### src/logic/busMapPkg.sv
`default_nettype none

package busMapPkg;

    //**************************************************
    // Bus widths
    //**************************************************
    localparam int BUS_ADDR_WIDTH = 4;
    localparam int BUS_DATA_WIDTH = 16;

    localparam logic [BUS_DATA_WIDTH-1:0] VERSION_NUMBER = 16'd624;

    //**************************************************
    // Register map
    //**************************************************
    localparam logic [BUS_ADDR_WIDTH-1:0] ADDR_VERSION       = 4'd0;  // Read only
    localparam logic [BUS_ADDR_WIDTH-1:0] ADDR_DAC0_SOURCE   = 4'd1;
    localparam logic [BUS_ADDR_WIDTH-1:0] ADDR_DAC1_SOURCE   = 4'd2;
    localparam logic [BUS_ADDR_WIDTH-1:0] ADDR_TEST_VALUE    = 4'd3;
    localparam logic [BUS_ADDR_WIDTH-1:0] ADDR_SAMPLE_PERIOD = 4'd4;
    localparam logic [BUS_ADDR_WIDTH-1:0] ADDR_DROP_COUNT    = 4'd5;  // Read only

endpackage

`default_nettype wire

### src/logic/sampleStreamPkg.sv
`default_nettype none

package sampleStreamPkg;

    localparam int ADC_WIDTH    = 14;  // Offset binary from the converter
    localparam int SAMPLE_WIDTH = 18;
    localparam int DAC_WIDTH    = 14;
    localparam int SAMPLE_PAD   = SAMPLE_WIDTH - ADC_WIDTH;  // Zero LSBs below the ADC word

    localparam logic [DAC_WIDTH-1:0] DAC_MID_SCALE = 14'd8192;

    // Buffer sizing
    localparam int FIFO_DEPTH       = 8;
    localparam int FIFO_PTR_WIDTH   = $clog2(FIFO_DEPTH);
    localparam int FIFO_COUNT_WIDTH = $clog2(FIFO_DEPTH + 1);

    typedef logic signed [SAMPLE_WIDTH-1:0] sample_t;

    // DAC source select where code 3 mutes as well
    typedef logic [1:0] dacSource_t;
    localparam dacSource_t SRC_ADC  = 2'd0;
    localparam dacSource_t SRC_TEST = 2'd1;
    localparam dacSource_t SRC_MUTE = 2'd2;

endpackage

`default_nettype wire

### src/logic/sampleStreamIf.sv
`default_nettype none

// Valid/ready sample stream with a transfer when both are high at a clock edge
interface sampleStreamIf;

    logic                     valid;
    logic                     ready;
    sampleStreamPkg::sample_t sample;
    logic                     overRange;  // Rides along with each sample

    modport source (
        output valid, sample, overRange,
        input  ready
    );

    modport sink (
        input  valid, sample, overRange,
        output ready
    );

endinterface

`default_nettype wire

### src/logic/dacControlIf.sv
`default_nettype none

// Register settings for the DAC formatter
interface dacControlIf;

    sampleStreamPkg::dacSource_t           dac0Source;
    sampleStreamPkg::dacSource_t           dac1Source;
    logic [busMapPkg::BUS_DATA_WIDTH-1:0] testValue;
    logic [busMapPkg::BUS_DATA_WIDTH-1:0] samplePeriod;  // Clocks per output slot

    modport regs (
        output dac0Source, dac1Source, testValue, samplePeriod
    );

    modport user (
        input  dac0Source, dac1Source, testValue, samplePeriod
    );

endinterface

`default_nettype wire

### src/logic/adcCapture.sv
`default_nettype none

module adcCapture (
    input  wire logic                                   clk,
    input  wire logic                                   rstN,
    input  wire logic [sampleStreamPkg::ADC_WIDTH-1:0] adc,
    input  wire logic                                   adcOverflow,
    input  wire logic                                   adcEn,
    sampleStreamIf.source                               out,
    output logic [busMapPkg::BUS_DATA_WIDTH-1:0]        dropCount
);

    logic [sampleStreamPkg::ADC_WIDTH-1:0] adcReg;
    logic                                  overflowReg;
    logic                                  enReg;

    //**************************************************
    // Reclock the converter pins
    //**************************************************
    always_ff @(posedge clk) begin
        if (adcEn) begin
            adcReg      <= adc;
            overflowReg <= adcOverflow;
        end
    end

    always_ff @(posedge clk) begin
        if (!rstN) begin
            enReg     <= 1'b0;
            out.valid <= 1'b0;
        end else begin
            enReg     <= adcEn;
            out.valid <= enReg;  // One cycle pulse per captured word
        end
    end

    // Offset binary to left justified two's complement
    always_ff @(posedge clk) begin
        out.sample <= $signed({~adcReg[sampleStreamPkg::ADC_WIDTH-1],
                               adcReg[sampleStreamPkg::ADC_WIDTH-2:0],
                               {sampleStreamPkg::SAMPLE_PAD{1'b0}}});
        out.overRange <= overflowReg;
    end

    // Sample is lost when the buffer is full at the pulse
    always_ff @(posedge clk) begin
        if (!rstN) begin
            dropCount <= '0;
        end else if (out.valid && !out.ready && (dropCount != '1)) begin
            dropCount <= dropCount + 1'b1;  // Saturates
        end
    end

endmodule

`default_nettype wire

### src/logic/sampleFifo.sv
`default_nettype none

module sampleFifo (
    input  wire logic clk,
    input  wire logic rstN,
    sampleStreamIf.sink   in,
    sampleStreamIf.source out
);

    sampleStreamPkg::sample_t sampleMem [sampleStreamPkg::FIFO_DEPTH];
    logic                     flagMem   [sampleStreamPkg::FIFO_DEPTH];

    logic [sampleStreamPkg::FIFO_PTR_WIDTH-1:0]   wrPtr;
    logic [sampleStreamPkg::FIFO_PTR_WIDTH-1:0]   rdPtr;
    logic [sampleStreamPkg::FIFO_COUNT_WIDTH-1:0] count;
    logic                                         push;
    logic                                         pop;

    localparam logic [sampleStreamPkg::FIFO_PTR_WIDTH-1:0] LAST_PTR =
        sampleStreamPkg::FIFO_PTR_WIDTH'(sampleStreamPkg::FIFO_DEPTH - 1);

    assign in.ready  = (count != sampleStreamPkg::FIFO_COUNT_WIDTH'(sampleStreamPkg::FIFO_DEPTH));
    assign out.valid = (count != '0);
    assign push      = in.valid && in.ready;
    assign pop       = out.valid && out.ready;

    // First word falls through to the output
    assign out.sample    = sampleMem[rdPtr];
    assign out.overRange = flagMem[rdPtr];

    //**************************************************
    // Storage
    //**************************************************
    always_ff @(posedge clk) begin
        if (push) begin
            sampleMem[wrPtr] <= in.sample;
            flagMem[wrPtr]   <= in.overRange;
        end
    end

    //**************************************************
    // Pointers and occupancy
    //**************************************************
    always_ff @(posedge clk) begin
        if (!rstN) begin
            wrPtr <= '0;
            rdPtr <= '0;
            count <= '0;
        end else begin
            if (push) begin
                wrPtr <= (wrPtr == LAST_PTR) ? '0 : wrPtr + 1'b1;
            end
            if (pop) begin
                rdPtr <= (rdPtr == LAST_PTR) ? '0 : rdPtr + 1'b1;
            end
            case ({push, pop})
                2'b10:   count <= count + 1'b1;
                2'b01:   count <= count - 1'b1;
                default: count <= count;  // Idle, or push and pop together
            endcase
        end
    end

endmodule

`default_nettype wire

### src/logic/dacFormatter.sv
`default_nettype none

module dacFormatter (
    input  wire logic                                   clk,
    input  wire logic                                   rstN,
    sampleStreamIf.sink                                 in,
    dacControlIf.user                                   ctrl,
    output logic [sampleStreamPkg::DAC_WIDTH-1:0]       dac0Data,
    output logic [sampleStreamPkg::DAC_WIDTH-1:0]       dac1Data,
    output logic                                        dacStrobe,
    output logic                                        overRangeLed
);

    logic [busMapPkg::BUS_DATA_WIDTH-1:0] periodCount;
    logic [busMapPkg::BUS_DATA_WIDTH-1:0] periodLast;
    logic                                 slot;
    logic                                 accept;

    // Pick the channel source, then build the offset binary DAC word
    function automatic logic [sampleStreamPkg::DAC_WIDTH-1:0] dacWord(
        input sampleStreamPkg::dacSource_t           src,
        input sampleStreamPkg::sample_t              liveSample,
        input logic [busMapPkg::BUS_DATA_WIDTH-1:0] test
    );
        sampleStreamPkg::sample_t chosen;
        case (src)
            sampleStreamPkg::SRC_ADC:  chosen = liveSample;
            sampleStreamPkg::SRC_TEST: chosen = $signed({test, 2'b00});
            sampleStreamPkg::SRC_MUTE: chosen = '0;
            default:                   chosen = '0;  // Code 3 mutes too
        endcase
        return {~chosen[sampleStreamPkg::SAMPLE_WIDTH-1],
                chosen[sampleStreamPkg::SAMPLE_WIDTH-2:sampleStreamPkg::SAMPLE_PAD]};
    endfunction

    //**************************************************
    // Output pacing
    //**************************************************
    assign periodLast = (ctrl.samplePeriod == '0) ? '0 : ctrl.samplePeriod - 1'b1;
    assign slot       = (periodCount >= periodLast);  // Also catches a shortened period
    assign in.ready   = slot;
    assign accept     = in.valid && slot;

    always_ff @(posedge clk) begin
        if (!rstN) begin
            periodCount <= '0;
        end else begin
            periodCount <= slot ? '0 : periodCount + 1'b1;
        end
    end

    //**************************************************
    // DAC words
    //**************************************************
    always_ff @(posedge clk) begin
        if (!rstN) begin
            dac0Data     <= sampleStreamPkg::DAC_MID_SCALE;
            dac1Data     <= sampleStreamPkg::DAC_MID_SCALE;
            dacStrobe    <= 1'b0;
            overRangeLed <= 1'b0;
        end else begin
            dacStrobe <= accept;
            if (accept) begin
                dac0Data     <= dacWord(ctrl.dac0Source, in.sample, ctrl.testValue);
                dac1Data     <= dacWord(ctrl.dac1Source, in.sample, ctrl.testValue);
                overRangeLed <= in.overRange;  // Flag of the last accepted sample
            end
        end
    end

endmodule

`default_nettype wire

### src/logic/controlRegs.sv
`default_nettype none

module controlRegs (
    input  wire logic                                 clk,
    input  wire logic                                 rstN,
    input  wire logic                                 busCs,
    input  wire logic                                 busWr,
    input  wire logic [busMapPkg::BUS_ADDR_WIDTH-1:0] busAddr,
    input  wire logic [busMapPkg::BUS_DATA_WIDTH-1:0] busWrData,
    output logic      [busMapPkg::BUS_DATA_WIDTH-1:0] busRdData,
    input  wire logic [busMapPkg::BUS_DATA_WIDTH-1:0] dropCount,
    dacControlIf.regs                                 ctrl
);

    sampleStreamPkg::dacSource_t           dac0Source;
    sampleStreamPkg::dacSource_t           dac1Source;
    logic [busMapPkg::BUS_DATA_WIDTH-1:0] testValue;
    logic [busMapPkg::BUS_DATA_WIDTH-1:0] samplePeriod;
    logic [busMapPkg::BUS_DATA_WIDTH-1:0] rdMux;

    //**************************************************
    // Write decode
    //**************************************************
    always_ff @(posedge clk) begin
        if (!rstN) begin
            dac0Source   <= sampleStreamPkg::SRC_ADC;
            dac1Source   <= sampleStreamPkg::SRC_ADC;
            testValue    <= '0;
            samplePeriod <= 16'd1;
        end else if (busCs && busWr) begin
            case (busAddr)
                busMapPkg::ADDR_DAC0_SOURCE:   dac0Source   <= busWrData[1:0];
                busMapPkg::ADDR_DAC1_SOURCE:   dac1Source   <= busWrData[1:0];
                busMapPkg::ADDR_TEST_VALUE:    testValue    <= busWrData;
                busMapPkg::ADDR_SAMPLE_PERIOD: samplePeriod <= busWrData;
                default: ;  // Read only or unmapped
            endcase
        end
    end

    assign ctrl.dac0Source   = dac0Source;
    assign ctrl.dac1Source   = dac1Source;
    assign ctrl.testValue    = testValue;
    assign ctrl.samplePeriod = samplePeriod;

    //**************************************************
    // Read mux
    //**************************************************
    always_comb begin
        rdMux = '0;  // Unmapped reads as zero
        case (busAddr)
            busMapPkg::ADDR_VERSION:       rdMux      = busMapPkg::VERSION_NUMBER;
            busMapPkg::ADDR_DAC0_SOURCE:   rdMux[1:0] = dac0Source;
            busMapPkg::ADDR_DAC1_SOURCE:   rdMux[1:0] = dac1Source;
            busMapPkg::ADDR_TEST_VALUE:    rdMux      = testValue;
            busMapPkg::ADDR_SAMPLE_PERIOD: rdMux      = samplePeriod;
            busMapPkg::ADDR_DROP_COUNT:    rdMux      = dropCount;
            default: ;
        endcase
    end

    always_ff @(posedge clk) begin
        if (!rstN) begin
            busRdData <= '0;
        end else if (busCs && !busWr) begin
            busRdData <= rdMux;  // Valid the cycle after the read
        end
    end

endmodule

`default_nettype wire

### src/logic/stcDacTop.sv
`default_nettype none

module stcDacTop (
    input  wire logic                                   clk,
    input  wire logic                                   rstN,

    // ADC
    input  wire logic [sampleStreamPkg::ADC_WIDTH-1:0] adc,
    input  wire logic                                   adcOverflow,
    input  wire logic                                   adcEn,

    // Register bus
    input  wire logic                                   busCs,
    input  wire logic                                   busWr,
    input  wire logic [busMapPkg::BUS_ADDR_WIDTH-1:0]  busAddr,
    input  wire logic [busMapPkg::BUS_DATA_WIDTH-1:0]  busWrData,
    output logic      [busMapPkg::BUS_DATA_WIDTH-1:0]  busRdData,

    // DAC
    output logic      [sampleStreamPkg::DAC_WIDTH-1:0] dac0Data,
    output logic      [sampleStreamPkg::DAC_WIDTH-1:0] dac1Data,
    output logic                                        dacStrobe,

    output logic                                        overRangeLed
);

    logic [busMapPkg::BUS_DATA_WIDTH-1:0] dropCount;

    sampleStreamIf captureStream ();  // Capture to buffer
    sampleStreamIf bufferStream ();   // Buffer to formatter
    dacControlIf   dacCtrl ();

    //**************************************************
    // Sample path
    //**************************************************
    adcCapture adcCapture (
        .clk         (clk),
        .rstN        (rstN),
        .adc         (adc),
        .adcOverflow (adcOverflow),
        .adcEn       (adcEn),
        .out         (captureStream),
        .dropCount   (dropCount)
    );

    sampleFifo sampleFifo (
        .clk  (clk),
        .rstN (rstN),
        .in   (captureStream),
        .out  (bufferStream)
    );

    dacFormatter dacFormatter (
        .clk          (clk),
        .rstN         (rstN),
        .in           (bufferStream),
        .ctrl         (dacCtrl),
        .dac0Data     (dac0Data),
        .dac1Data     (dac1Data),
        .dacStrobe    (dacStrobe),
        .overRangeLed (overRangeLed)
    );

    //**************************************************
    // Registers
    //**************************************************
    controlRegs controlRegs (
        .clk       (clk),
        .rstN      (rstN),
        .busCs     (busCs),
        .busWr     (busWr),
        .busAddr   (busAddr),
        .busWrData (busWrData),
        .busRdData (busRdData),
        .dropCount (dropCount),
        .ctrl      (dacCtrl)
    );

endmodule

`default_nettype wire

### config.mk
export PLATFORM = sky130hd
export DESIGN_NAME = stcDacTop
export DESIGN_NICKNAME = d
export VERILOG_FILES = /design/src/logic/busMapPkg.sv /design/src/logic/sampleStreamPkg.sv /design/src/logic/sampleStreamIf.sv /design/src/logic/dacControlIf.sv /design/src/logic/adcCapture.sv /design/src/logic/sampleFifo.sv /design/src/logic/dacFormatter.sv /design/src/logic/controlRegs.sv /design/src/logic/stcDacTop.sv
export SDC_FILE = /design/constraint.sdc
export NUM_CORES = 1
export LEC_CHECK = 0
export BUFFER_PORTS_ARGS = -buffer_cell sky130_fd_sc_hd__buf_2
export CORE_ASPECT_RATIO = 1.1
export CORE_MARGIN = 10
export CORE_UTILIZATION = 26
export CTS_BUF_LIST = sky130_fd_sc_hd__clkbuf_16
export DETAILED_ROUTE_END_ITERATION = 10
export RECOVER_POWER = 25
export SLEW_MARGIN = 20
export SYNTH_ARGS = -nofsm -noshare
export SYNTH_HDL_FRONTEND = slang
export SYNTH_SLANG_ARGS = --single-unit
export TNS_END_PERCENT = 100
### constraint.sdc
create_clock -name clk -period 4.8 [get_ports clk]
set_input_delay 0.24 -clock clk [delete_from_list [all_inputs] [get_ports clk]]
set_output_delay 0.24 -clock clk [all_outputs]
set_load 0.03 [all_outputs]
==> After elaboration in Yosys (flattened, before gate mapping) <==
Memory sizes are Yosys's and may differ from the RTL's. A register that Yosys moved wholly into a read port is not among the register bits.
Index checks and enable logic that the tools add are counted.
{ "op_classes": {"muxes": 16, "bitwise_logic": 4, "n_addsub": 7, "shifts": 0, "eq_ne": 13, "div": 0, "multipliers": 0, "n_lt_le_gt_ge": 1, "n_reduce_logical": 20} }
{ "op_table": {"columns": ["operator", "count"], "rows": [
  ["$mux W18", 4],
  ["$pmux W18 S2", 2],
  ["$pmux W14 S4", 1],
  ["$add A16 B1 Y16 const B", 2],
  ["$ge A16 B16 Y1", 1],
  ["$logic_not A16 Y1", 1],
  ["$mux W16", 1],
  ["$ne A16 B16 Y1 const B", 1],
  ["$sub A16 B1 Y16 const B", 1],
  ["$mux W3", 4],
  ["$pmux W2 S5", 1],
  ["$eq A4 B2 Y1 const B", 2],
  ["$eq A4 B3 Y1 const B", 2],
  ["$pmux W4 S2", 1],
  ["$reduce_and A2 Y1", 4],
  ["$add A3 B1 Y3 const B", 2],
  ["$eq A2 B1 Y1 const B", 3],
  ["$eq A3 B3 Y1 const B", 2],
  ["$logic_and A1 B1 Y1", 6],
  ["$add A4 B1 Y4 const B", 1],
  ["$eq A4 B1 Y1 const B", 1],
  ["$logic_not A2 Y1", 2],
  ["$logic_not A4 Y1", 1],
  ["$ne A4 B4 Y1 const B", 1],
  ["other kinds (8)", 14]
]} }
{ "totals": {"mem_bits_ro": 0, "register_bits": 155, "mem_count": 2, "ramBits": 120, "latchBits": 0} }
{ "mem_list": {"columns": ["memory", "words", "width", "rd", "rd_clocked_by_memory_dff", "wr", "line_no", "rtl"], "rows": [
  ["sampleFifo.sampleMem", 8, 14, 1, 1, 1, "sampleFifo.sv:10", "sampleStreamPkg::sample_t sampleMem [sampleStreamPkg::FIFO_DEPTH];"],
  ["sampleFifo.flagMem", 8, 1, 1, 1, 1, "sampleFifo.sv:11", "logic flagMem [sampleStreamPkg::FIFO_DEPTH];"]
]} }

==> Logic depth before layout (Yosys ltp) <==
Gate-level depths: netlist (run 1).
{ "depth": {"depth_word": 7, "mapped_depth": 20, "depth_no_buf": 19} }

==> By module <==
A second synthesis (run 1) with hierarchy kept.
{ "hier_totals": {"hier_cells": 973, "area_unflattened_um2": 13291.5} }
{ "modules_own_cells": {"columns": ["mod", "cells_each", "instances", "area_each_um2"], "rows": [
  ["sampleFifo", 296, 1, 6528.8],
  ["dacFormatter", 274, 1, 2617.5],
  ["controlRegs", 261, 1, 2446.1],
  ["adcCapture", 142, 1, 1699.1]
]} }

==> Worst setup path after synthesis (run 1) <==
OpenSTA, ideal clock, no wires.
{ "synth_path": {"kind": "reg2reg", "from": "reg controlRegs.samplePeriod (netlist bit controlRegs.ctrl.samplePeriod[6])", "to": "reg sampleFifo.count[2] (netlist bit)", "path_slack_ns": 0.287, "path_stages_with_launch": 21, "n_path_buf": 2, "arrival_ns": 4.443, "period_less_slack_ns": 4.513, "setup_time_ns": 0.070, "cell_sequence": "dfxtp_1 > or4_1 > nor4_2 > nand2b_1 > or3b_1 > buf_6 > nand2_1 > ha_1 > nand4_1 > or4_1 > o32a_1 > a21o_1 > buf_6 > inv_2 > ha_1 > xor2_1 > ha_1 > a21oi_1 > xor2_1 > or3_1 > a21oi_1"} }
{ "synth_between": {"elab_chain_cells": 6} }
{ "synth_rtl": {"columns": ["element", "line_no", "rtl"], "rows": [
  ["from (decl)", "controlRegs.sv:18", "logic [busMapPkg::BUS_DATA_WIDTH-1:0] samplePeriod;"],
  ["from (signal assigned)", "controlRegs.sv:35", "busMapPkg::ADDR_SAMPLE_PERIOD: samplePeriod <= busWrData;"],
  ["$sub A16 B1 Y16 or $logic_not A16 Y1 (tied branches)", "dacFormatter.sv:39", "assign periodLast = (ctrl.samplePeriod == '0) ? '0 : ctrl.samplePeriod - 1'b1;"],
  ["$mux W16 (*)", "dacFormatter.sv:39", null],
  ["$ge A16 B16 Y1 (*)", "dacFormatter.sv:40", "assign slot = (periodCount >= periodLast);"],
  ["$logic_and A1 B1 Y1 (*)", null, null],
  ["named net dacFormatter.accept", "dacFormatter.sv:17", "logic accept;"],
  ["$eq A2 B1 Y1 or $eq A2 B2 Y1 (tied branches)", "sampleFifo.sv:56", "case ({push, pop})"],
  ["$pmux W4 S2 or $reduce_bool A2 Y1 (tied branches)", null, null],
  ["to (signal assigned)", "sampleFifo.sv:57", "2'b10: count <= count + 1'b1;"],
  ["to (signal assigned)", "sampleFifo.sv:58", "2'b01: count <= count - 1'b1;"],
  ["to (signal assigned)", "sampleFifo.sv:59", "default: count <= count;"],
  ["to (decl)", "sampleFifo.sv:15", "logic [sampleStreamPkg::FIFO_COUNT_WIDTH-1:0] count;"]
]} }
The timed path passes the listed nets; every way through them passes the cells marked *.
A chain may end at the register's enable or synchronous reset.

==> Worst setup path in the final report (run 1) <==
Ends and elaborated chain as after synthesis.

==> impl_results.md, run 1 <==
- Status: completed
- Gpl congestion: 0.817
- Max VDD drop: 273 µV
- Synth warnings: 0
- Post-synth top area share: 34.2%
- CTS tree: built
- Root Driver: clkbuf_16
- CP endpoint kind: register
- Power density cells: 461 nW/µm²
- GR Overflow Total: 0
- Max Transition Viols Final: 0
- Mapped Area: 11,800 µm²
- Yosys top cell by area: edfxtp_1
- Share of cells above drive strength 1: between 15 and 20%
- Post-layout util: a little under a third
- Worst-path maximum fanout: 6
- Initial DRC count: approximately 840
- Net count reported at finish: 1,215
- Sw frac: 31.2%
- Global-route wire length before repair: 48,300 µm
- Netlist cell types: 57
- DRC viols: 0
- Die width: approximately 220 µm
- Leakage power: 0.00507 µW
- Number of synthesized flops with an enable pin: 135
- WL final: 31,600 µm
- Setup violators final: 0
- Max-cap viol count: 0
- Global-route usage over all layers: roughly 11%
- Router iterations before antenna repair: 8
- Kind of start point of the critical path: register
- Minimum clock period: ~4.6 ns
- Combinational power share: 23.5%
- TritonCTS buffer count: 29
- Final hold vios: 0
- Top-Level Pins: 86
- Sequential element share of the synthesized area: 58.6%
- # rows: slightly above 80
- Crit path kind: register to register
- Setup TNS: 0 ns
- Largest net degree at the start of global routing: 76
- PnR Total Power: 6520 µW
- Core Area: between 40,000 and 50,000 µm²
- Worst slew pin tran: 1.11 ns
- Internal: between 4000 and 5000 µW
- Via density: 4.76
- P&R area growth vs syn: 19.5%
- Setup WS pre-CTS: -0.129 ns
- Worst Path Arrival: ~5.1 ns
- Seq pwr share: 44.4%
- DP HPWL: roughly 21,000 µm
- Vias in the first global route: 8,135
- Synth top cells by count: 198 x nand2_1, 144 x dfxtp_1, 135 x edfxtp_1
- FMAX: approximately 0.22 GHz
- Share of flip-flops with an asynchronous set or reset: 0%
- Crit share post-route: 95.8%
- Synthesized instance count: approximately 1,000
- Critical-path top delay cell: or4_4
- Avg WL per Cell: ~18 µm
- Post-Syn Nets: around 1,100
- Number of fill cells: 4,529
- Die ar.: 54,500 µm²
- PortBufs: 85
- Initial Util: 26.4%
- Setup Skew: about 0.01 ns
- Syn Area/Cell: 11.4 µm²
- Cell Chain, Critical Path: or4_4 -> nor4_4 -> nand2b_1 -> or3b_4 -> nand2_1 -> ha_1 -> nand4_1 -> or4_1 -> o32a_1 -> a21o_2 -> inv_4 -> ha_4 -> xor2_1 -> ha_1 -> a21oi_1 -> xor2_1 -> or3_1 -> a21oi_1
- Htree depth: 1
- Initial antenna violation count: 0
- Hold Crit Class: input port to register
- TritonCTS Sinks: ~280
- Clock share of power: 32.1%
- Vias: 8,332
- Top-count cell post-synth: nand2_1
- Worst path max stage delay: 0.57 ns
- Top post-synthesis cells by area: edfxtp_1 34%, dfxtp_1 24%, nand2_1 6.3%
- Hold WS: 0.180 ns
- Inserted Diodes: 0
- FF+latch count, synth: roughly 280
- Clock Path Buffers: 3
- Routed Antenna Nets: 0
- Clk_lat worst skew: 0.56 ns
- PnR worst setup slack: about 0.20 ns
- DIE HEIGHT: ~240 µm
- Req. time, crit path: 5.29 ns
- Psw: 2030 µW
- Rel. slew slack: 26.0%
- Ys flop type: dfxtp_1
- Reg clk slew, reported paths: about 0.070 ns
-- layer usage --
metal / share of wire [%] / GRT usage [%] / vias up
met4: 2.0 / 2.37 / 0
met5: 0 / 0 / -
met1: 46 / 14.7 / 4054
met2: 46 / 17.8 / 240
li1: - / - / 3991
met3: 5.8 / 2.54 / 47
-- per-stage QoR --
| step | cells | instance area [µm²] |
|---|---|---|
| floorplan | 1038 | 11800 |
| global placement | 1664 | 12900 |
| detailed placement | 1664 | 12900 |
| CTS | 1749 | 14100 |
| global route | 1752 | 14100 |
| finish | 1752 | 14100 |
-- path summary, 6_finish.rpt --
path                                          from                  endpoint  slack [ns]  depth (start not counted)
setup reg to reg  controlRegs.ctrl.samplePeriod[6]       sampleFifo.count[2]        0.20                         18
hold / removal                               busWr  controlRegs.busRdData[1]        0.18                          4
hold reg to reg             adcCapture.overflowReg  adcCapture.out.overRange        0.34                          0
setup / recovery  controlRegs.ctrl.samplePeriod[6]       sampleFifo.count[2]        0.20                         18
-- worst max-delay path, delay by kind of cell (launching register included) --
family | cells | cell delay (ns)
AND/OR/NAND/NOR | 8 | 2.50
AO/OA/AOI/OAI | 4 | 0.78
adder cells (fa/ha/maj) | 3 | 0.49
XOR/XNOR | 2 | 0.32
flip-flops | 1 | 0.31
buffers and inverters | 1 | 0.11
-- logic make-up (layout without fill, tap and decap cells) --
family	after synthesis	after routing	share of synthesized area [%]
buf+inv	64	196	2.68
simple gates	392	393	15.1
xor+xnor	35	35	2.59
compound gates	153	153	9.05
mux	88	88	9.14
fa+ha+maj	27	27	2.85
flops	279	279	58.6
-- cell usage in the layout (no fill, tap or decap), types with 26 or more instances in the layout --
| master | Yosys | layout |
|---|---|---|
| nand2_1 | 198 | 198 |
| dfxtp_1 | 144 | 142 |
| edfxtp_1 | 135 | 135 |
| buf_2 | 5 | 82 |
| mux2i_1 | 71 | 71 |
| nor2_1 | 70 | 67 |
| a21oi_1 | 51 | 51 |
| dlygate4sd3_1 | 0 | 31 |
| clkbuf_16 | 0 | 29 |
| o31ai_1 | 26 | 26 |
| ha_1 | 27 | 26 |
-- layout make-up --
class                      count  area (µm²)  share of cell area (%)
clock buffer                  29         726                    5.13
clock inverter                25         156                    1.11
inverter                       9        36.3                   0.256
multi-input combinational    696        4710                    33.3
sequential                   279        6940                    49.0
tap                          581         727                    5.14
timing repair buffer         133         860                    6.07
-- power by group through the flow --
stage | Sequential, µW | Combinational [µW] | Clock [µW]
floorplan | 3060 | 1010 | 0
global placement | 2940 | 1500 | 0
detailed placement | 2950 | 1520 | 0
CTS | 2900 | 1540 | 2150
global route | 2920 | 1660 | 2250
finish | 2890 | 1530 | 2090
-- flip-flops by register name (all words and copies together) (netlist names), 2 cells and up, named ones only --
signal	cells
sampleFifo.sampleMem	112
adcCapture.dropCount	16
controlRegs.busRdData	16
controlRegs.ctrl.samplePeriod	16
controlRegs.ctrl.testValue	16
dacFormatter.periodCount	16
adcCapture.adcReg	14
adcCapture.out.sample	14
dacFormatter.dac0Data	14
dacFormatter.dac1Data	14
sampleFifo.flagMem	8
sampleFifo.count	4
sampleFifo.rdPtr	3
sampleFifo.wrPtr	3
controlRegs.ctrl.dac0Source	2
controlRegs.ctrl.dac1Source	2
-- timing repair --
action | 4_1_cts | 5_1_grt
resized for setup | 2 | 7
pin swaps | 0 | 1
setup endpoints to repair | 1 | 2
hold buffers | 31 | 0
endpoints found under the hold margin | 50 | 0
setup buffers | 0 | 2
cloned | 0 | 1
Note: power is estimated with default switching activity, not from simulation.
==> run 2: changes to the inputs <==
- CORE_UTILIZATION: 26 -> 54
- PLACE_DENSITY: default -> 0.75
==> impl_results.md, run 2 (synthesized netlist as in run 1, its figures left out) <==
- Worst Path Arrival: 4.91 ns
- Cell Chain, Critical Path: or4_4 -> nor4_4 -> nand2b_1 -> or3b_4 -> nand2_1 -> ha_1 -> nand4_1 -> or4_1 -> o32a_1 -> a21o_2 -> inv_2 -> ha_1 -> xor2_1 -> ha_1 -> a21oi_1 -> xor2_1 -> or3_1 -> a21oi_1
- Htree depth: 1
- DRC viols: 0
- Reg clk slew, reported paths: 0.06 ns
- Setup WS pre-CTS: ~0.16 ns
- Commonest non-fill, non-tap cell in the layout: nand2_1
- Clk_lat worst skew: 0.54 ns
- Fin area: about 14,000 µm²
- Net count reported at finish: 1,214
- Hold path depth: 4
- Critical-path top delay cell: or4_1
- Initial Util: 55.2%
- Share of cells above drive strength 1: ~15%
- Final Non-Filler Cells: 1,459
- Crit path launch: controlRegs.ctrl.samplePeriod[8]
- Worst slew pin tran: 1.08 ns
- Area after DPL: 12,500 µm²
- CP endpoint kind: register
- DIE HEIGHT: around 180 µm
- Vias in the first global route: 8,133
- Minimum clock period: 4.45 ns
- Top-Level Pins: 86
- TritonCTS Sinks: 279
- Setup violators final: 0
- Crit share post-route: 92.7%
- Router iterations before antenna repair: 7
- Rel. slew slack: 28.2%
- Hold Crit Class: input port to register
- R2R Path Start: controlRegs.ctrl.samplePeriod[8]
- Largest net degree at the start of global routing: between 70 and 80
- CTS tree: built
- PnR Total Power: roughly 6500 µW
- Most used cell, CP: ha_1
- Crit path kind: register to register
- DP HPWL: approximately 19,000 µm
- GR Overflow Total: 0
- Max-cap viol count: 0
- Setup Fix Bufs, Post-CTS: 0
- Root Driver: clkbuf_16
- Hold Crit Start: busWr
- Initial DRC count: about 750
- P&R area growth vs syn: 16.1%
- Inserted Diodes: 0
- TritonCTS buffer count: 29
- # rows: 56
- Die width: 161 µm
- Global-route usage over all layers: 19.5%
- Req. time, crit path: about 5.3 ns
- Worst path max stage delay: 0.55 ns
- Avg WL per Cell: 19.5 µm
- Setup Skew: 0.00946 ns
- Max Transition Viols Final: 0
- Largest Register: sampleFifo.sampleMem
- Die ar.: 28,300 µm²
- WL final: ~28,000 µm
- Most frequent cells in the layout: 198 x nand2_1, 143 x dfxtp_1, 135 x edfxtp_1
- Worst R2R Path Depth: 18
- Setup slack, reg-to-reg: roughly 0.35 ns
- Status: completed
- Worst-path maximum fanout: 14
- Core Area: approximately 21,000 µm²
- PnR worst setup slack: about 0.35 ns
- Largest register FFs: roughly 110
- Leakage power: 0.00508 µW
- Final hold vios: 0
- PortBufs: 85
- Hold Path End: controlRegs.busRdData[1]
- FMAX: ~0.22 GHz
- Setup TNS: 0 ns
- Kind of start point of the critical path: register
- Placed cell count: ~1,400
- Max VDD drop: between 300 and 400 µV
- Global-route wire length before repair: 44,700 µm
- Vias: 8,355
- Clock Path Buffers: 3
- Via density: 5.73
- Power density cells: 472 nW/µm²
- Worst r2r dst: sampleFifo.count[2]
- RSZ-0062 raised after global routing: no
- Routed Antenna Nets: 0
- Initial antenna violation count: 0
- Gpl congestion: 0.882
-- run 2: final cells by class --
type                       count  area (µm²)
inverter                       9        33.8
tap                          290         363
sequential                   279        6940
clock inverter                24         158
fill                        1677        7690
clock buffer                  29         726
timing repair buffer         133         862
multi-input combinational    695        4670
-- run 2: timing repair --
action,in CTS,in global routing
setup endpoints to repair,0,2
gates resized for setup,0,4
hold buffers,31,0
hold endpoints to repair,46,0
-- run 2: layer usage --
metal | share of wire (%) | up-vias | track usage, %
met3 | 7.2 | 52 | 3.88
met4 | 2.3 | 0 | 5.80
met1 | 42 | 4038 | 24.8
met5 | 0 | - | 0
li1 | - | 3982 | -
met2 | 48 | 283 | 33.0
-- run 2: critical path: cells and delay by family, from the launching register on --
kind / cells / cell delay (ns)
compound gates: 4 / 0.77
xor+xnor: 2 / 0.32
fa+ha+maj: 3 / 0.47
buf+inv: 1 / 0.07
flops: 1 / 0.35
simple gates: 8 / 2.42
-- run 2: report_power, final --
group	total, µW	internal, µW	switching [µW]
sequential	2910	2690	220
combinational	1490	645	849
clock	2090	1200	893
-- run 2: through the flow --
| stage | hold WS, ns | utilization [%] |
|---|---|---|
| floorplan | 0.323 | - |
| global placement | 0.324 | 58.5 |
| detailed placement | 0.327 | 58.5 |
| CTS | 0.159 | 64.1 |
| global route | 0.239 | 64.1 |
| finish | 0.200 | 64.1 |
-- run 2: worst max-delay path by stage --
| stage | end | slack, ns |
|---|---|---|
| final | sampleFifo.count[2] | 0.35 |
| after global routing | sampleFifo.count[2] | 0.06 |
| after CTS | sampleFifo.count[2] | 0.13 |
| after detailed placement | sampleFifo.count[2] | 0.16 |
| after global placement | sampleFifo.count[2] | 0.17 |
| after floorplan | sampleFifo.count[2] | 0.29 |
==> run 3: changes to the inputs <==
- CORE_ASPECT_RATIO: 1.1 -> 2
- SLEW_MARGIN: 20 -> default
==> impl_results.md, run 3 (synthesized netlist as in run 1, its figures left out) <==
- Max VDD drop: 345 µV
- Die width: 125 µm
- CP endpoint kind: register
- Cell Chain, Critical Path: or4_4 -> nor4_4 -> nand2b_1 -> or3b_1 -> buf_4 -> nand2_1 -> ha_1 -> nand4_1 -> or4_1 -> o32a_1 -> a21o_2 -> inv_2 -> ha_1 -> xor2_1 -> ha_1 -> a21oi_1 -> xor2_1 -> or3_1 -> a21oi_1
- Global-route usage over all layers: 19.5%
- Largest register FFs: 112
- Worst path top cell family by delay: simple AND/OR/NAND/NOR gates
- Share of cells above drive strength 1: 15.4%
- Worst slew pin tran: approximately 1.1 ns
- Net count reported at finish: between 1,000 and 1,500
- Most frequent cells in the layout: 198 x nand2_1, 143 x dfxtp_1, 135 x edfxtp_1
- Worst-path maximum fanout: 12
- Seq pwr share: 46.1%
- Routed Antenna Nets: 0
- TritonCTS buffer count: 25
- Gpl congestion: 0.955
- Fin area: 13,700 µm²
- TritonCTS Sinks: 279
- Worst Path Arrival: 4.98 ns
- Initial DRC count: 610
- Max-cap viol count: 0
- Crit path buffers/inverters: 2
- Crit path kind: register to register
- P&R area growth vs syn: 15.5%
- Largest Register: sampleFifo.sampleMem
- Area after DPL: 12,600 µm²
- Critical-path top delay cell: or4_4
- WL final: between 20,000 and 30,000 µm
- Minimum clock period: 4.53 ns
- Vias: about 8,400
- Psw: 1890 µW
- Hold Crit Class: input port to register
- Leakage power: 0.00507 µW
- Vias in the first global route: about 8,400
- Initial Util: 54.9%
- Top-Level Pins: 86
- Rel. slew slack: 25.9%
- Hold Crit Start: busWrData[0]
- R2R Path Start: controlRegs.ctrl.samplePeriod[7]
- Inserted Diodes: 0
- Status: completed
- Kind of start point of the critical path: register
- Setup Skew: 0.0140 ns
- DIE HEIGHT: 229 µm
- Initial antenna violation count: 0
- FMAX: between 0.2 and 0.25 GHz
- Clk_lat worst skew: between 0.5 and 0.6 ns
- Die ar.: around 29,000 µm²
- Req. time, crit path: ~5.3 ns
- Via density: 5.79
- Crit share post-route: 94.4%
- Sw frac: approximately 30%
- DRC viols: 0
- Commonest non-fill, non-tap cell in the layout: nand2_1
- RSZ-0062 raised after global routing: no
- GR Overflow Total: 0
- Avg WL per Cell: between 20 and 25 µm
- Setup TNS: 0 ns
- Clock share of power: around 30%
- CTS tree: built
- Crit path launch: controlRegs.ctrl.samplePeriod[7]
- DP HPWL: 20,800 µm
- Combinational power share: between 20% and 30%
- Clock Path Buffers: 3
- Final hold vios: 0
- Root Driver: clkbuf_16
- Worst path max stage delay: 0.57 ns
- Core Area: 21,600 µm²
- Max Transition Viols Final: 0
- Htree depth: 1
- Global-route wire length before repair: about 45,000 µm
- Router iterations before antenna repair: 6
- Reg clk slew, reported paths: 0.07 ns
- Power density cells: 461 nW/µm²
- Setup violators final: 0
- # rows: 76
- Most used cell, CP: ha_1
- Largest net degree at the start of global routing: 75
- Internal: 4410 µW
- PortBufs: 85
run 3: worst min-delay path, delay by kind of cell:
family,cells,cell delay [ns]
buffers and inverters,1,0.14
AOI/OAI and AO/OA,1,0.05
and+or+nand+nor,1,0.06
run 3: area by class of cell:
type | instances | area, µm²
fill | 1689 | 7910
clock buffer | 26 | 651
clock inverter | 18 | 128
timing repair buffer | 141 | 920
tap | 273 | 342
multi-input combinational | 695 | 4670
inverter | 9 | 33.8
sequential | 279 | 6940
run 3: power groups by stage:
stage / Clock, µW / Combinational [µW] / Sequential (µW)
3_5_place_dp: 0 / 1470 / 2960
6_report: 1920 / 1480 / 2910
3_3_place_gp: 0 / 1450 / 2950
4_1_cts: 1960 / 1500 / 2910
5_1_grt: 2050 / 1590 / 2940
2_1_floorplan: 0 / 1010 / 3060
run 3: final timing paths:
check	to	slack [ns]	depth (start not counted)
worst max-delay path	sampleFifo.count[2]	0.27	19
worst min-delay path	controlRegs.ctrl.testValue[0]	0.02	3
worst max register to register	sampleFifo.count[2]	0.27	19
worst min register to register	adcCapture.out.sample[14]	0.34	0
run 3: what timing repair did:
action | CTS | global route
hold endpoints to repair | 43 | 0
resized for setup | 0 | 3
hold buffers | 30 | 0
buffers inserted | 0 | 1
setup endpoints to repair | 0 | 2
run 3: metrics by stage:
step	hold WS [ns]	cells	total power [µW]	setup slack (ns)	utilization, %
after floorplan	0.323	1038	4070	0.287	-
after global placement	0.324	1366	4400	0.185	58.3
after detailed placement	0.327	1366	4430	0.184	58.3
after CTS	0.00343	1440	6360	0.176	63.3
after global routing	0.00781	1441	6570	0.0433	63.4
final	0.0195	1441	6300	0.270	63.4
run 3: per-layer routing:
layer / vias up / part of all wire [%] / GRT usage [%]
met3: 103 / 5.0 / 3.12
met2: 286 / 54 / 37.0
met1: 3981 / 35 / 19.2
li1: 3980 / - / -
met4: 0 / 5.7 / 11.6
met5: - / 0 / 0
